[src/hw/sd_settings.svh]
`ifndef SD_SETTINGS_SVH
`define SD_SETTINGS_SVH

// SCK half-period in clk cycles
`define SD_DIV_INIT 125
`define SD_DIV_READ 4

// 0xFF bytes sent with cs_n high before CMD0
`define SD_POWERUP_BYTES 10

`define SD_R1_POLL_MAX 8        // Bytes polled for an R1
`define SD_TOKEN_POLL_MAX 1024  // Bytes polled for the data token
`define SD_ACMD41_RETRY_MAX 100

`define SD_BLOCK_BYTES 512

`endif
[src/hw/sd_host_pkg.sv]
package sd_host_pkg;

    typedef logic [7:0] data_byte_t;

    typedef struct packed {
        logic [31:0] sector;  // First block address
        logic [7:0]  count;   // Zero means nothing to read
    } read_req_t;

endpackage

[src/hw/sd_proto_pkg.sv]
package sd_proto_pkg;

    typedef enum logic [5:0] {
        CMD0   = 6'd0,   // GO_IDLE_STATE
        CMD8   = 6'd8,   // SEND_IF_COND
        CMD16  = 6'd16,  // SET_BLOCKLEN
        CMD17  = 6'd17,  // READ_SINGLE_BLOCK
        ACMD41 = 6'd41,  // SD_SEND_OP_COND
        CMD55  = 6'd55   // APP_CMD
    } cmd_index_t;

    typedef struct packed {
        cmd_index_t  index;
        logic [31:0] arg;
    } sd_cmd_t;

    localparam logic [7:0] R1_IDLE    = 8'h01;
    localparam logic [7:0] R1_READY   = 8'h00;
    localparam logic [7:0] DATA_TOKEN = 8'hFE;  // Start of single-block data

endpackage

[src/hw/sd_card_reader.sv]
`timescale 1ns/1ps

module sd_card_reader (
    input  logic                    clk,
    input  logic                    rst_n,
    input  logic                    req_valid,
    output logic                    req_ready,
    input  sd_host_pkg::read_req_t  req,
    output logic                    data_valid,
    input  logic                    data_ready,
    output sd_host_pkg::data_byte_t data,
    output logic                    cs_n,
    output logic                    sck,
    output logic                    mosi,
    input  logic                    miso,
    output logic                    busy,
    output logic                    error
);
    import sd_host_pkg::*;
    import sd_proto_pkg::*;

    read_req_t  req_q;
    logic       req_q_valid;
    logic       req_q_ready;
    data_byte_t byte_d;
    logic       byte_valid;
    logic       byte_ready;
    sd_cmd_t    cmd;
    logic       cmd_valid;
    logic       cmd_ready;
    logic       fill_valid;
    logic       fill_ready;
    logic       frame_sent;
    logic       tx_valid;
    logic       tx_ready;
    data_byte_t tx_byte;
    logic       rx_valid;
    data_byte_t rx_byte;
    logic       shifting;
    logic       fast_clk;
    logic       sck_rise;
    logic       sck_fall;

    sd_hold_reg #(.payload_t(read_req_t)) req_hold_inst (
        .clk(clk), .rst_n(rst_n),
        .in_valid(req_valid), .in_ready(req_ready), .in_data(req),
        .out_valid(req_q_valid), .out_ready(req_q_ready), .out_data(req_q)
    );

    sd_hold_reg #(.payload_t(data_byte_t)) data_hold_inst (
        .clk(clk), .rst_n(rst_n),
        .in_valid(byte_valid), .in_ready(byte_ready), .in_data(byte_d),
        .out_valid(data_valid), .out_ready(data_ready), .out_data(data)
    );

    sd_reader_ctrl ctrl_inst (
        .clk(clk), .rst_n(rst_n),
        .req_valid(req_q_valid), .req_ready(req_q_ready), .req(req_q),
        .data_valid(byte_valid), .data_ready(byte_ready), .data(byte_d),
        .cmd_valid(cmd_valid), .cmd_ready(cmd_ready), .cmd(cmd),
        .fill_valid(fill_valid), .fill_ready(fill_ready), .frame_sent(frame_sent),
        .rx_valid(rx_valid), .rx_byte(rx_byte),
        .fast_clk(fast_clk), .cs_n(cs_n), .busy(busy), .error(error)
    );

    sd_cmd_framer framer_inst (
        .clk(clk), .rst_n(rst_n),
        .cmd_valid(cmd_valid), .cmd_ready(cmd_ready), .cmd(cmd),
        .fill_valid(fill_valid), .fill_ready(fill_ready), .frame_sent(frame_sent),
        .tx_valid(tx_valid), .tx_ready(tx_ready), .tx_byte(tx_byte),
        .rx_valid(rx_valid)
    );

    spi_byte_shifter shifter_inst (
        .clk(clk), .rst_n(rst_n),
        .tx_valid(tx_valid), .tx_ready(tx_ready), .tx_byte(tx_byte),
        .sck_rise(sck_rise), .sck_fall(sck_fall),
        .miso(miso), .mosi(mosi), .shifting(shifting),
        .rx_valid(rx_valid), .rx_byte(rx_byte)
    );

    spi_clock_gen clock_gen_inst (
        .clk(clk), .rst_n(rst_n),
        .shifting(shifting), .fast_clk(fast_clk),
        .sck(sck), .sck_rise(sck_rise), .sck_fall(sck_fall)
    );

endmodule

[src/hw/sd_reader_ctrl.sv]
`timescale 1ns/1ps
`include "sd_settings.svh"

module sd_reader_ctrl (
    input  logic                    clk,
    input  logic                    rst_n,
    input  logic                    req_valid,
    output logic                    req_ready,
    input  sd_host_pkg::read_req_t  req,
    output logic                    data_valid,
    input  logic                    data_ready,
    output sd_host_pkg::data_byte_t data,
    output logic                    cmd_valid,
    input  logic                    cmd_ready,
    output sd_proto_pkg::sd_cmd_t   cmd,
    output logic                    fill_valid,
    input  logic                    fill_ready,
    input  logic                    frame_sent,
    input  logic                    rx_valid,
    input  sd_host_pkg::data_byte_t rx_byte,
    output logic                    fast_clk,
    output logic                    cs_n,
    output logic                    busy,
    output logic                    error
);
    import sd_proto_pkg::*;
    import sd_host_pkg::*;

    typedef enum logic [3:0] {
        S_POWER, S_SEND, S_FRAME, S_R1, S_DRAIN, S_IDLE, S_TOKEN, S_DATA, S_ERROR
    } state_t;

    state_t      state;
    sd_cmd_t     cmd_q;        // Its arg is also the current sector
    logic [7:0]  blocks_left;
    logic [9:0]  byte_cnt;
    logic [10:0] poll_cnt;
    logic [6:0]  retry_cnt;
    logic        fill_wait;    // Fill byte on the wire
    logic [7:0]  r1_expect;
    logic [9:0]  drain_last;

    assign cmd        = cmd_q;
    assign cmd_valid  = (state == S_SEND);
    assign req_ready  = (state == S_IDLE);
    assign cs_n       = (state inside {S_POWER, S_IDLE, S_ERROR});
    assign busy       = !(state inside {S_IDLE, S_ERROR});
    assign error      = (state == S_ERROR);
    assign data_valid = (state == S_DATA) && rx_valid;
    assign data       = rx_byte;
    // Next data byte only once the holding register has room
    assign fill_valid = !fill_wait && ((state inside {S_POWER, S_R1, S_TOKEN, S_DRAIN}) ||
                                       (state == S_DATA && data_ready));
    assign r1_expect  = (cmd_q.index inside {CMD0, CMD8, CMD55}) ? R1_IDLE : R1_READY;
    assign drain_last = (cmd_q.index == CMD8) ? 10'd3 : 10'd1;  // R7 tail or data CRC

    always_ff @(posedge clk or negedge rst_n) begin
        if (!rst_n) begin
            state       <= S_POWER;
            cmd_q       <= '{index: CMD0, arg: 32'd0};
            blocks_left <= '0;
            byte_cnt    <= '0;
            poll_cnt    <= '0;
            retry_cnt   <= '0;
            fill_wait   <= 1'b0;
            fast_clk    <= 1'b0;
        end else begin
            if (fill_valid && fill_ready)
                fill_wait <= 1'b1;
            else if (rx_valid)
                fill_wait <= 1'b0;

            case (state)
                S_POWER: if (rx_valid) begin
                    if (byte_cnt == 10'(`SD_POWERUP_BYTES - 1)) begin
                        byte_cnt <= '0;
                        state    <= S_SEND;  // cmd_q holds CMD0 from reset
                    end else begin
                        byte_cnt <= byte_cnt + 1'b1;
                    end
                end
                S_SEND: if (cmd_ready)
                    state <= S_FRAME;
                S_FRAME: if (frame_sent) begin
                    poll_cnt <= '0;
                    state    <= S_R1;
                end
                S_R1: if (rx_valid) begin
                    if (rx_byte[7]) begin  // Card still silent
                        if (poll_cnt == 11'(`SD_R1_POLL_MAX - 1))
                            state <= S_ERROR;
                        else
                            poll_cnt <= poll_cnt + 1'b1;
                    end else if (cmd_q.index == ACMD41 && rx_byte == R1_IDLE) begin
                        if (retry_cnt == 7'(`SD_ACMD41_RETRY_MAX - 1)) begin
                            state <= S_ERROR;
                        end else begin
                            retry_cnt <= retry_cnt + 1'b1;
                            cmd_q     <= '{index: CMD55, arg: 32'd0};
                            state     <= S_SEND;
                        end
                    end else if (rx_byte != r1_expect) begin
                        state <= S_ERROR;
                    end else begin
                        case (cmd_q.index)
                            CMD0: begin
                                cmd_q <= '{index: CMD8, arg: 32'h0000_01AA};  // 2.7-3.6 V
                                state <= S_SEND;
                            end
                            CMD8: begin
                                byte_cnt <= '0;
                                state    <= S_DRAIN;
                            end
                            CMD55: begin
                                cmd_q <= '{index: ACMD41, arg: 32'h4000_0000};  // HCS set
                                state <= S_SEND;
                            end
                            ACMD41: begin
                                cmd_q <= '{index: CMD16, arg: 32'(`SD_BLOCK_BYTES)};
                                state <= S_SEND;
                            end
                            CMD16: begin
                                fast_clk <= 1'b1;
                                state    <= S_IDLE;
                            end
                            default: begin  // CMD17
                                poll_cnt <= '0;
                                state    <= S_TOKEN;
                            end
                        endcase
                    end
                end
                S_IDLE: if (req_valid && req.count != 8'd0) begin
                    cmd_q       <= '{index: CMD17, arg: req.sector};
                    blocks_left <= req.count;
                    state       <= S_SEND;
                end
                S_TOKEN: if (rx_valid) begin
                    if (rx_byte == DATA_TOKEN) begin
                        byte_cnt <= '0;
                        state    <= S_DATA;
                    end else if (rx_byte != 8'hFF ||
                                 poll_cnt == 11'(`SD_TOKEN_POLL_MAX - 1)) begin
                        state <= S_ERROR;  // Error token or timeout
                    end else begin
                        poll_cnt <= poll_cnt + 1'b1;
                    end
                end
                S_DATA: if (rx_valid) begin
                    if (byte_cnt == 10'(`SD_BLOCK_BYTES - 1)) begin
                        byte_cnt <= '0;
                        state    <= S_DRAIN;
                    end else begin
                        byte_cnt <= byte_cnt + 1'b1;
                    end
                end
                S_DRAIN: if (rx_valid) begin
                    if (byte_cnt != drain_last) begin
                        byte_cnt <= byte_cnt + 1'b1;
                    end else if (cmd_q.index == CMD8) begin
                        byte_cnt <= '0;
                        cmd_q    <= '{index: CMD55, arg: 32'd0};
                        state    <= S_SEND;
                    end else begin
                        byte_cnt    <= '0;
                        blocks_left <= blocks_left - 1'b1;
                        cmd_q.arg   <= cmd_q.arg + 32'd1;
                        if (blocks_left == 8'd1)
                            state <= S_IDLE;
                        else
                            state <= S_SEND;
                    end
                end
                default: ;  // S_ERROR holds until reset
            endcase
        end
    end

    // Data byte requests wait for room, so the register never refuses one
    assert property (@(posedge clk) disable iff (!rst_n) data_valid |-> data_ready);

endmodule

[src/hw/sd_hold_reg.sv]
`timescale 1ns/1ps

module sd_hold_reg #(
    parameter type payload_t = logic [7:0]
) (
    input  logic     clk,
    input  logic     rst_n,
    input  logic     in_valid,
    output logic     in_ready,
    input  payload_t in_data,
    output logic     out_valid,
    input  logic     out_ready,
    output payload_t out_data
);
    logic     full;
    payload_t held;

    assign in_ready  = !full || out_ready;  // Refill in the drain cycle
    assign out_valid = full;
    assign out_data  = held;

    always_ff @(posedge clk or negedge rst_n) begin
        if (!rst_n)
            full <= 1'b0;
        else if (in_valid && in_ready)
            full <= 1'b1;
        else if (out_ready)
            full <= 1'b0;
    end

    always_ff @(posedge clk) begin
        if (in_valid && in_ready)
            held <= in_data;
    end

    assert property (@(posedge clk) disable iff (!rst_n)
        out_valid && !out_ready |=> out_valid && $stable(out_data));

endmodule

[src/hw/sd_cmd_framer.sv]
`timescale 1ns/1ps

module sd_cmd_framer (
    input  logic                  clk,
    input  logic                  rst_n,
    input  logic                  cmd_valid,
    output logic                  cmd_ready,
    input  sd_proto_pkg::sd_cmd_t cmd,
    input  logic                  fill_valid,
    output logic                  fill_ready,
    output logic                  frame_sent,
    output logic                  tx_valid,
    input  logic                  tx_ready,
    output logic [7:0]            tx_byte,
    input  logic                  rx_valid
);
    import sd_proto_pkg::*;

    logic        active;
    logic [47:0] frame;
    logic [2:0]  tx_left;   // Bytes not yet handed to the shifter
    logic [2:0]  rx_left;   // Bytes not yet finished on the wire
    logic [7:0]  crc;

    // Only CMD0 and CMD8 are checked by the card in SPI mode
    always_comb begin
        case (cmd.index)
            CMD0:    crc = 8'h95;
            CMD8:    crc = 8'h87;
            default: crc = 8'hFF;
        endcase
    end

    assign cmd_ready  = !active && tx_ready;
    assign fill_ready = !active && tx_ready;
    assign tx_valid   = active ? (tx_left != 3'd0) : fill_valid;
    assign tx_byte    = active ? frame[47:40] : 8'hFF;
    assign frame_sent = active && rx_valid && (rx_left == 3'd1);

    always_ff @(posedge clk or negedge rst_n) begin
        if (!rst_n) begin
            active  <= 1'b0;
            tx_left <= '0;
            rx_left <= '0;
        end else if (cmd_valid && cmd_ready) begin
            active  <= 1'b1;
            tx_left <= 3'd6;
            rx_left <= 3'd6;
        end else if (active) begin
            if (tx_valid && tx_ready)
                tx_left <= tx_left - 1'b1;
            if (rx_valid)
                rx_left <= rx_left - 1'b1;
            if (frame_sent)
                active <= 1'b0;
        end
    end

    always_ff @(posedge clk) begin
        if (cmd_valid && cmd_ready)
            frame <= {2'b01, cmd.index, cmd.arg, crc};  // Start bits, index, arg, CRC
        else if (active && tx_valid && tx_ready)
            frame <= {frame[39:0], 8'hFF};
    end

endmodule

[src/hw/spi_byte_shifter.sv]
`timescale 1ns/1ps

module spi_byte_shifter (
    input  logic                    clk,
    input  logic                    rst_n,
    input  logic                    tx_valid,
    output logic                    tx_ready,
    input  sd_host_pkg::data_byte_t tx_byte,
    input  logic                    sck_rise,
    input  logic                    sck_fall,
    input  logic                    miso,
    output logic                    mosi,
    output logic                    shifting,
    output logic                    rx_valid,
    output sd_host_pkg::data_byte_t rx_byte
);
    import sd_host_pkg::*;

    data_byte_t tx_sr;
    data_byte_t rx_sr;
    logic [2:0] bit_cnt;

    assign tx_ready = !shifting;
    assign rx_byte  = rx_sr;  // Untouched until the next byte's first rise

    always_ff @(posedge clk or negedge rst_n) begin
        if (!rst_n) begin
            shifting <= 1'b0;
            bit_cnt  <= '0;
            mosi     <= 1'b1;
            rx_valid <= 1'b0;
        end else begin
            rx_valid <= 1'b0;
            if (tx_valid && tx_ready) begin
                shifting <= 1'b1;
                bit_cnt  <= '0;
                mosi     <= tx_byte[7];  // MSB ready before first rise
            end else if (sck_fall) begin
                if (bit_cnt == 3'd7) begin
                    shifting <= 1'b0;
                    rx_valid <= 1'b1;
                    mosi     <= 1'b1;
                end else begin
                    bit_cnt <= bit_cnt + 1'b1;
                    mosi    <= tx_sr[6];
                end
            end
        end
    end

    always_ff @(posedge clk) begin
        if (tx_valid && tx_ready)
            tx_sr <= tx_byte;
        else if (sck_fall)
            tx_sr <= {tx_sr[6:0], 1'b1};
        if (sck_rise)
            rx_sr <= {rx_sr[6:0], miso};  // MSB first
    end

    // Strobes only come while a byte is in progress
    assert property (@(posedge clk) disable iff (!rst_n)
        !shifting |-> !sck_rise && !sck_fall);

endmodule

[src/hw/spi_clock_gen.sv]
`timescale 1ns/1ps
`include "sd_settings.svh"

module spi_clock_gen (
    input  logic clk,
    input  logic rst_n,
    input  logic shifting,
    input  logic fast_clk,
    output logic sck,
    output logic sck_rise,
    output logic sck_fall
);
    logic [7:0] div_cnt;
    logic [7:0] div_load;
    logic       tick;

    assign div_load = fast_clk ? 8'(`SD_DIV_READ - 1) : 8'(`SD_DIV_INIT - 1);
    assign tick     = shifting && (div_cnt == 8'd0);
    assign sck_rise = tick && !sck;  // Same cycle as the edge
    assign sck_fall = tick && sck;

    always_ff @(posedge clk or negedge rst_n) begin
        if (!rst_n) begin
            div_cnt <= '0;
            sck     <= 1'b0;
        end else if (!shifting) begin
            div_cnt <= div_load;  // First edge a full half-period after start
            sck     <= 1'b0;
        end else if (tick) begin
            div_cnt <= div_load;
            sck     <= !sck;
        end else begin
            div_cnt <= div_cnt - 1'b1;
        end
    end

    // Shifter stops only on a falling edge, so SCK is already low
    assert property (@(posedge clk) disable iff (!rst_n) !shifting |-> !sck);

endmodule

[config.mk]
export PLATFORM = sky130hd
export DESIGN_NAME = sd_card_reader
export DESIGN_NICKNAME = d
export VERILOG_FILES = /design/src/hw/sd_host_pkg.sv /design/src/hw/sd_proto_pkg.sv /design/src/hw/sd_card_reader.sv /design/src/hw/sd_reader_ctrl.sv /design/src/hw/sd_hold_reg.sv /design/src/hw/sd_cmd_framer.sv /design/src/hw/spi_byte_shifter.sv /design/src/hw/spi_clock_gen.sv
export VERILOG_INCLUDE_DIRS = /design/src /design/src/hw
export SDC_FILE = /design/constraint.sdc
export NUM_CORES = 1
export LEC_CHECK = 0
export BUFFER_PORTS_ARGS = -buffer_cell sky130_fd_sc_hd__buf_2
export CORE_MARGIN = 5
export CORE_UTILIZATION = 56
export CTS_CLUSTER_DIAMETER = 120
export DETAILED_ROUTE_END_ITERATION = 7
export PLACE_DENSITY = 0.85
export SETUP_SLACK_MARGIN = 0.2
export SLEW_MARGIN = 10
export SYNTH_ARGS = -nofsm -noshare
export SYNTH_HDL_FRONTEND = slang
export SYNTH_SLANG_ARGS = --single-unit
[constraint.sdc]
create_clock -name clk -period 3.7 [get_ports clk]
set_input_delay 0.185 -clock clk [delete_from_list [all_inputs] [get_ports clk]]
set_output_delay 0.185 -clock clk [all_outputs]
set_load 0.005 [all_outputs]
==> results_dict.tcl, run 1 <==
set metrics [dict create \
    outcome "complete, no violations" \
    syn_inst 1005 \
    holdPathEnd "data_hold_inst.out_valid" \
    drt_drc_violations_left 0 \
    yosys.cell_count.top_type "nand2_1" \
    io_pins 60 \
    h-tree-depth 1 \
    hold_buffers 43 \
    nets 1160 \
    firstDrtPassIters 6 \
    yosysWarnings 0 \
    drv_slew 0 \
    synth_top_area_cell "edfxtp_1" \
    path_class "reg -> reg" \
    p_leak_nw 4.80 \
    drt_iter0_drc 1016 \
    dieWidth_microns 147 \
    worstMarginPinSlew_ns 0.961 \
    core_sq_um 18500 \
    dpl.cell_count 1267 \
    syn_nets 1064 \
    min_from "data_ready" \
    netlist_area_sq_um 10400 \
    hold_viol 0 \
    overflow 0 \
    tritoncts "yes" \
    async_reset_ff_frac 0.493 \
    synthFlopType "edfxtp_1" \
    internal_power_mw 3.74 \
    cts_buffer_depth 3 \
    clkLatencyLatePin_ns 0.50 \
    clock_power_share 0.459 \
    synth-seq-area-share 0.550 \
    wl_mm 25.1 \
    clk_pin_slew_ns 0.06 \
    cts-resized-gates 0 \
    tns_ns 0 \
    final_cells 1351 \
    grt_pass1_wl_mm 42.0 \
    synthTopCellsByArea "edfxtp_1, dfrtp_1, nand2_1, o21ai_0, nand3_1" \
    antenna_found_initial 0 \
    die-area_sq_um 21500 \
    end_kind "flip-flop" \
    skew_ns 0.0135 \
    hold_path.class "in -> reg" \
    post-cts-setup-buffer-count 0 \
    ff2ff_path_depth 6 \
    synth_edf_count 104 \
    cp_slowest_stage_delay_ns 0.67 \
    cts_root_buf "clkbuf_16" \
    synth.lib_cells_used.distinct 87 \
    comb_power_share 0.018 \
    min_period_ns 3.07 \
    grt_max_degree 45 \
    slew_headroom 0.357 \
    layout-drive-gt1-share 0.140 \
    finalCritPeriodShare 0.829 \
    max_freq_mhz 326 \
    crit_path_top_delay_cell "dfrtp_1" \
    cts_buffers 23 \
    synth.avg_cell_area_sq_um 10.4 \
    p_sw_mw 0.914 \
    drtAntennaViolNets 0 \
    start_kind "flip-flop" \
    path_cells "and4bb_1, a21oi_1, o22ai_2, nor2_1, nand2_2, a221o_1" \
    gp_congestion 0.901 \
    r2r-start "ctrl_inst.state[0]" \
    switching_share 0.197 \
    setup_viol 0 \
    required_ns 4.08 \
    portBuffers 59 \
    pwr-share-seq 0.523 \
    vias 8445 \
    reg2reg_to "ctrl_inst.cmd[24]" \
    grt_setup_unrepaired "no" \
    holdWs_ns 0.0825 \
    rows 50 \
    synth-seq-cells 209 \
    arrival_ns 3.45 \
    holdPathStages 3 \
    power-per-cell-area_nw_per_um2 384 \
    drv_cap 0 \
    cp_max_fo 24 \
    diodes 0 \
    grtUsageTotal 0.235 \
    synth_top_area_frac 0.299 \
    initial_core_util 0.564 \
    rrSetupSlack_ns 0.63 \
    cts_sinks 209 \
    vias_per_cell 6.25 \
    area_growth_pct 16.0 \
    vdd_drop_max_uv 410 \
    die_height_microns 147 \
    post-dp-hpwl_mm 16.6 \
    synth_common_cells "nand2_1, edfxtp_1, dfrtp_1" \
    routedWlPerCell_microns 18.6 \
    first_global_vias 8342 \
]
## how the worst max path moves through the flow
stage	from	endpoint	slack (ns)	depth (start not counted)
after floorplan	ctrl_inst.state[0]	framer_inst.frame[10]	0.80	7
after global placement	ctrl_inst.state[2]	ctrl_inst.cmd[21]	0.81	8
after detailed placement	ctrl_inst.state[0]	ctrl_inst.cmd[21]	0.76	6
after CTS	ctrl_inst.state[0]	ctrl_inst.cmd[4]	0.72	6
after global routing	ctrl_inst.state[0]	ctrl_inst.cmd[24]	0.46	6
final	ctrl_inst.state[0]	ctrl_inst.cmd[24]	0.63	6
## layout make-up
type	count	area (sq um)
Multi-Input combinational cell	722	4410
Tap cell	234	293
Fill cell	1384	6410
Timing Repair Buffer	120	863
Clock buffer	32	629
Clock inverter	9	77.6
Inverter	25	93.8
Sequential cell	209	5740
## power by group through the flow
stage	combinational, mW	clock [mW]	sequential [mW]
after floorplan	0.000321	0	2.48
after global placement	0.0471	0	2.48
after detailed placement	0.0480	0	2.48
after CTS	0.0829	2.17	2.43
after global routing	0.0942	2.28	2.43
final	0.0834	2.14	2.43
## per-stage QoR
stage          area [sq um]  worst slack [ns]  utilization  total power, mW
2_1_floorplan         10400             0.801            -             2.48
3_3_place_gp          11000             0.806        0.592             2.52
3_5_place_dp          11000             0.758        0.592             2.53
4_1_cts               12100             0.721        0.654             4.68
5_1_grt               12100             0.462        0.654             4.80
6_report              12100             0.633        0.654             4.65
## worst max-delay path, delay by kind of cell (launching register included)
kind | cells | cell delay [ns]
simple gates | 3 | 1.42
flops | 1 | 0.67
compound gates | 3 | 0.86
## kinds of logic (layout without fill, tap and decap cells)
| family | Yosys count | in the layout | share of synthesized area |
|---|---|---|---|
| AND/OR/NAND/NOR | 439 | 439 | 0.215 |
| adder cells (fa/ha/maj) | 14 | 14 | 0.0168 |
| buffers and inverters | 74 | 186 | 0.0291 |
| multiplexers | 18 | 18 | 0.0187 |
| AO/OA/AOI/OAI | 228 | 228 | 0.151 |
| flip-flops | 209 | 209 | 0.550 |
| XOR/XNOR | 23 | 23 | 0.0193 |
## placed cells by master, fill, tap and decap left out, types with 8 or more instances in the layout
master,n
nand4_1,18
nand2_1,176
and2_1,13
a22o_1,13
or3_1,10
a31oi_1,15
o21ai_0,67
and3_1,16
nand3_1,40
inv_1,24
a221o_1,9
clkbuf_16,23
a21oi_1,36
nor4_1,11
o211ai_1,8
nor2_1,53
edfxtp_1,104
buf_4,19
xnor2_1,17
mux2_2,9
ha_1,14
o31ai_1,25
dlygate4sd3_1,43
nand2b_1,12
buf_2,58
nor3_1,25
dfrtp_1,102
nor2b_1,12
or2_2,8
## metal layers
metal | wire length (microns) | global-route usage | up-vias
met3 | 1850 | 0.0388 | 61
met2 | 12200 | 0.388 | 381
met1 | 10200 | 0.319 | 4100
met4 | 758 | 0.0781 | 0
li1 | - | - | 3903
met5 | 0 | 0 | -
## flip-flops by register name, summed over array words and instances, names as in the netlist, 4 cells and up
name	count
shifter_inst.tx_sr	7
clock_gen_inst.div_cnt	8
ctrl_inst.blocks_left	8
framer_inst.frame	43
shifter_inst.rx_byte	8
ctrl_inst.state	4
ctrl_inst.retry_cnt	7
ctrl_inst.byte_cnt	10
data_hold_inst.out_data	8
ctrl_inst.poll_cnt	11
ctrl_inst.cmd	37
req_hold_inst.out_data	40
Note: power is estimated with default switching activity, not from simulation.
==> inputs of run 2 (changes only) <==
CORE_UTILIZATION = 55   (was 56)
PLACE_DENSITY = 0.87   (was 0.85)
clock period = 2.8 ns   (was 3.7 ns; I/O delays follow)
==> run 2 against run 1 <==
Effect of this change:
- clock skew increased by 0.0070 ns
- combinational power increased by 31%
- worst setup slack got worse by 0.41 ns
- via count increased by 0.65%
- critical path type unchanged
- critical endpoint is now ctrl_inst.cmd[30]
==> results_dict.tcl, run 2 (synthesis results as in run 1) <==
set metrics [dict create \
    setup_slack_ns 0.226 \
    required_ns 3.22 \
    p_leak_nw 5.01 \
    clock_power_share 0.498 \
    holdPathStages 3 \
    cts_buffer_depth 3 \
    cts_buffers 24 \
    clk_pin_slew_ns 0.06 \
    firstDrtPassIters 5 \
    crit_start "ctrl_inst.cmd[34]" \
    h-tree-depth 1 \
    wl_mm 25.6 \
    diodes 0 \
    seq_area_sq_um 5740 \
    end_kind "flip-flop" \
    comb_power_share 0.017 \
    cts_root_buf "clkbuf_16" \
    critPathCapture "ctrl_inst.cmd[30]" \
    pre_cts_ws_ns 0.227 \
    max_freq_mhz 388 \
    portBuffers 59 \
    worstMarginPinSlew_ns 0.647 \
    drt_iter0_drc 830 \
    reg2reg_to "ctrl_inst.cmd[30]" \
    hold_path.class "in -> reg" \
    min_period_ns 2.57 \
    grt_pass1_wl_mm 42.7 \
    drtAntennaViolNets 0 \
    io_pins 60 \
    vdd_drop_max_uv 524 \
    outcome "complete, no violations" \
    p_sw_mw 1.33 \
    largest_register_ffs 43 \
    holdWs_ns 0.0828 \
    die-area_sq_um 21800 \
    pwr-share-seq 0.486 \
    clkLatencyLatePin_ns 0.53 \
    area_growth_pct 20.2 \
    die_height_microns 148 \
    fill_cells 1336 \
    cts_sinks 209 \
    skew_ns 0.0205 \
    arrival_ns 2.99 \
    rrSetupSlack_ns 0.23 \
    nets 1184 \
    largest_register "framer_inst.frame" \
    initial_core_util 0.558 \
    gp_congestion 0.932 \
    multi_input_area_sq_um 4470 \
    grtUsageTotal 0.236 \
    post-dp-hpwl_mm 17.0 \
    setup_viol 0 \
    slew_headroom 0.565 \
    vias 8500 \
    grt_setup_unrepaired "no" \
    layout-drive-gt1-share 0.172 \
    core_sq_um 18700 \
    layout_commonest_cell "nand2_1" \
    layout_common_cells "nand2_1, edfxtp_1, dfrtp_1" \
    start_kind "flip-flop" \
    r2r-start "ctrl_inst.cmd[34]" \
    path_class "reg -> reg" \
    tns_ns 0 \
    hold_viol 0 \
    switching_share 0.202 \
    antenna_found_initial 0 \
    cp_max_fo 8 \
    internal_power_mw 5.28 \
    tritoncts "yes" \
    drv_cap 0 \
    rows 50 \
    power-per-cell-area_nw_per_um2 527 \
    routedWlPerCell_microns 18.6 \
    vias_per_cell 6.17 \
    drv_slew 0 \
    finalCritPeriodShare 0.919 \
    drt_drc_violations_left 0 \
    overflow 0 \
    grt_max_degree 57 \
    first_global_vias 8464 \
    ff2ff_path_depth 7 \
    dieWidth_microns 148 \
]
[run 2: timing repair]
item,CTS,global route
hold buffers,43,0
buffers inserted,0,2
pin swaps,0,1
resized for setup,1,11
endpoints found under the setup margin,1,26
endpoints found under the hold margin,89,0
[run 2: how the worst min path moves through the flow]
stage	from	to	slack (ns)
4_1_cts	data_ready	data_hold_inst.out_valid	0.08
5_1_grt	data_ready	data_hold_inst.out_valid	0.12
6_report	data_ready	data_hold_inst.out_valid	0.08
2_1_floorplan	rst_n	clock_gen_inst.div_cnt[0]	-0.16
3_5_place_dp	rst_n	ctrl_inst.poll_cnt[8]	0.21
3_3_place_gp	rst_n	ctrl_inst.poll_cnt[10]	0.21
[run 2: per-stage QoR]
stage	cell area, sq um	instances	power [mW]	util
3_3_place_gp	11200	1288	3.34	0.598
6_report	12600	1377	6.62	0.671
4_1_cts	12500	1375	6.66	0.667
2_1_floorplan	10400	1005	3.28	-
3_5_place_dp	11200	1288	3.34	0.598
5_1_grt	12600	1377	6.80	0.671
[run 2: layout make-up]
type,instances,area share
flip-flops and latches,209,0.458
multi-input cells,722,0.356
repair buffers,143,0.0875
clock buffers,34,0.0574
well taps,234,0.0233
clock inverters,10,0.0105
inverters,25,0.00748
[run 2: critical path: stages, from the launching register on]
cell and delay (ns):
dfrtp_1 0.47, nor4_1 0.62, a31oi_2 0.20, o2111a_1 0.34, a31oi_2 0.31, nor2_2 0.13
buf_4 0.18, a32o_1 0.21
[run 2: layer usage]
| metal | GRT usage | wire (microns) | share of wire |
|---|---|---|---|
| met5 | 0 | 0 | 0 |
| met4 | 0.0815 | 845 | 0.033 |
| met3 | 0.0408 | 1800 | 0.070 |
| met2 | 0.395 | 12500 | 0.49 |
| met1 | 0.312 | 10400 | 0.41 |
[run 2: power by group through the flow]
stage          Clock [mW]  Sequential, mW  Combinational, mW
3_3_place_gp            0            3.27             0.0627
4_1_cts              3.33            3.21              0.111
5_1_grt              3.47            3.21              0.124
2_1_floorplan           0            3.27           0.000424
6_report             3.29            3.21              0.109
3_5_place_dp            0            3.27             0.0643
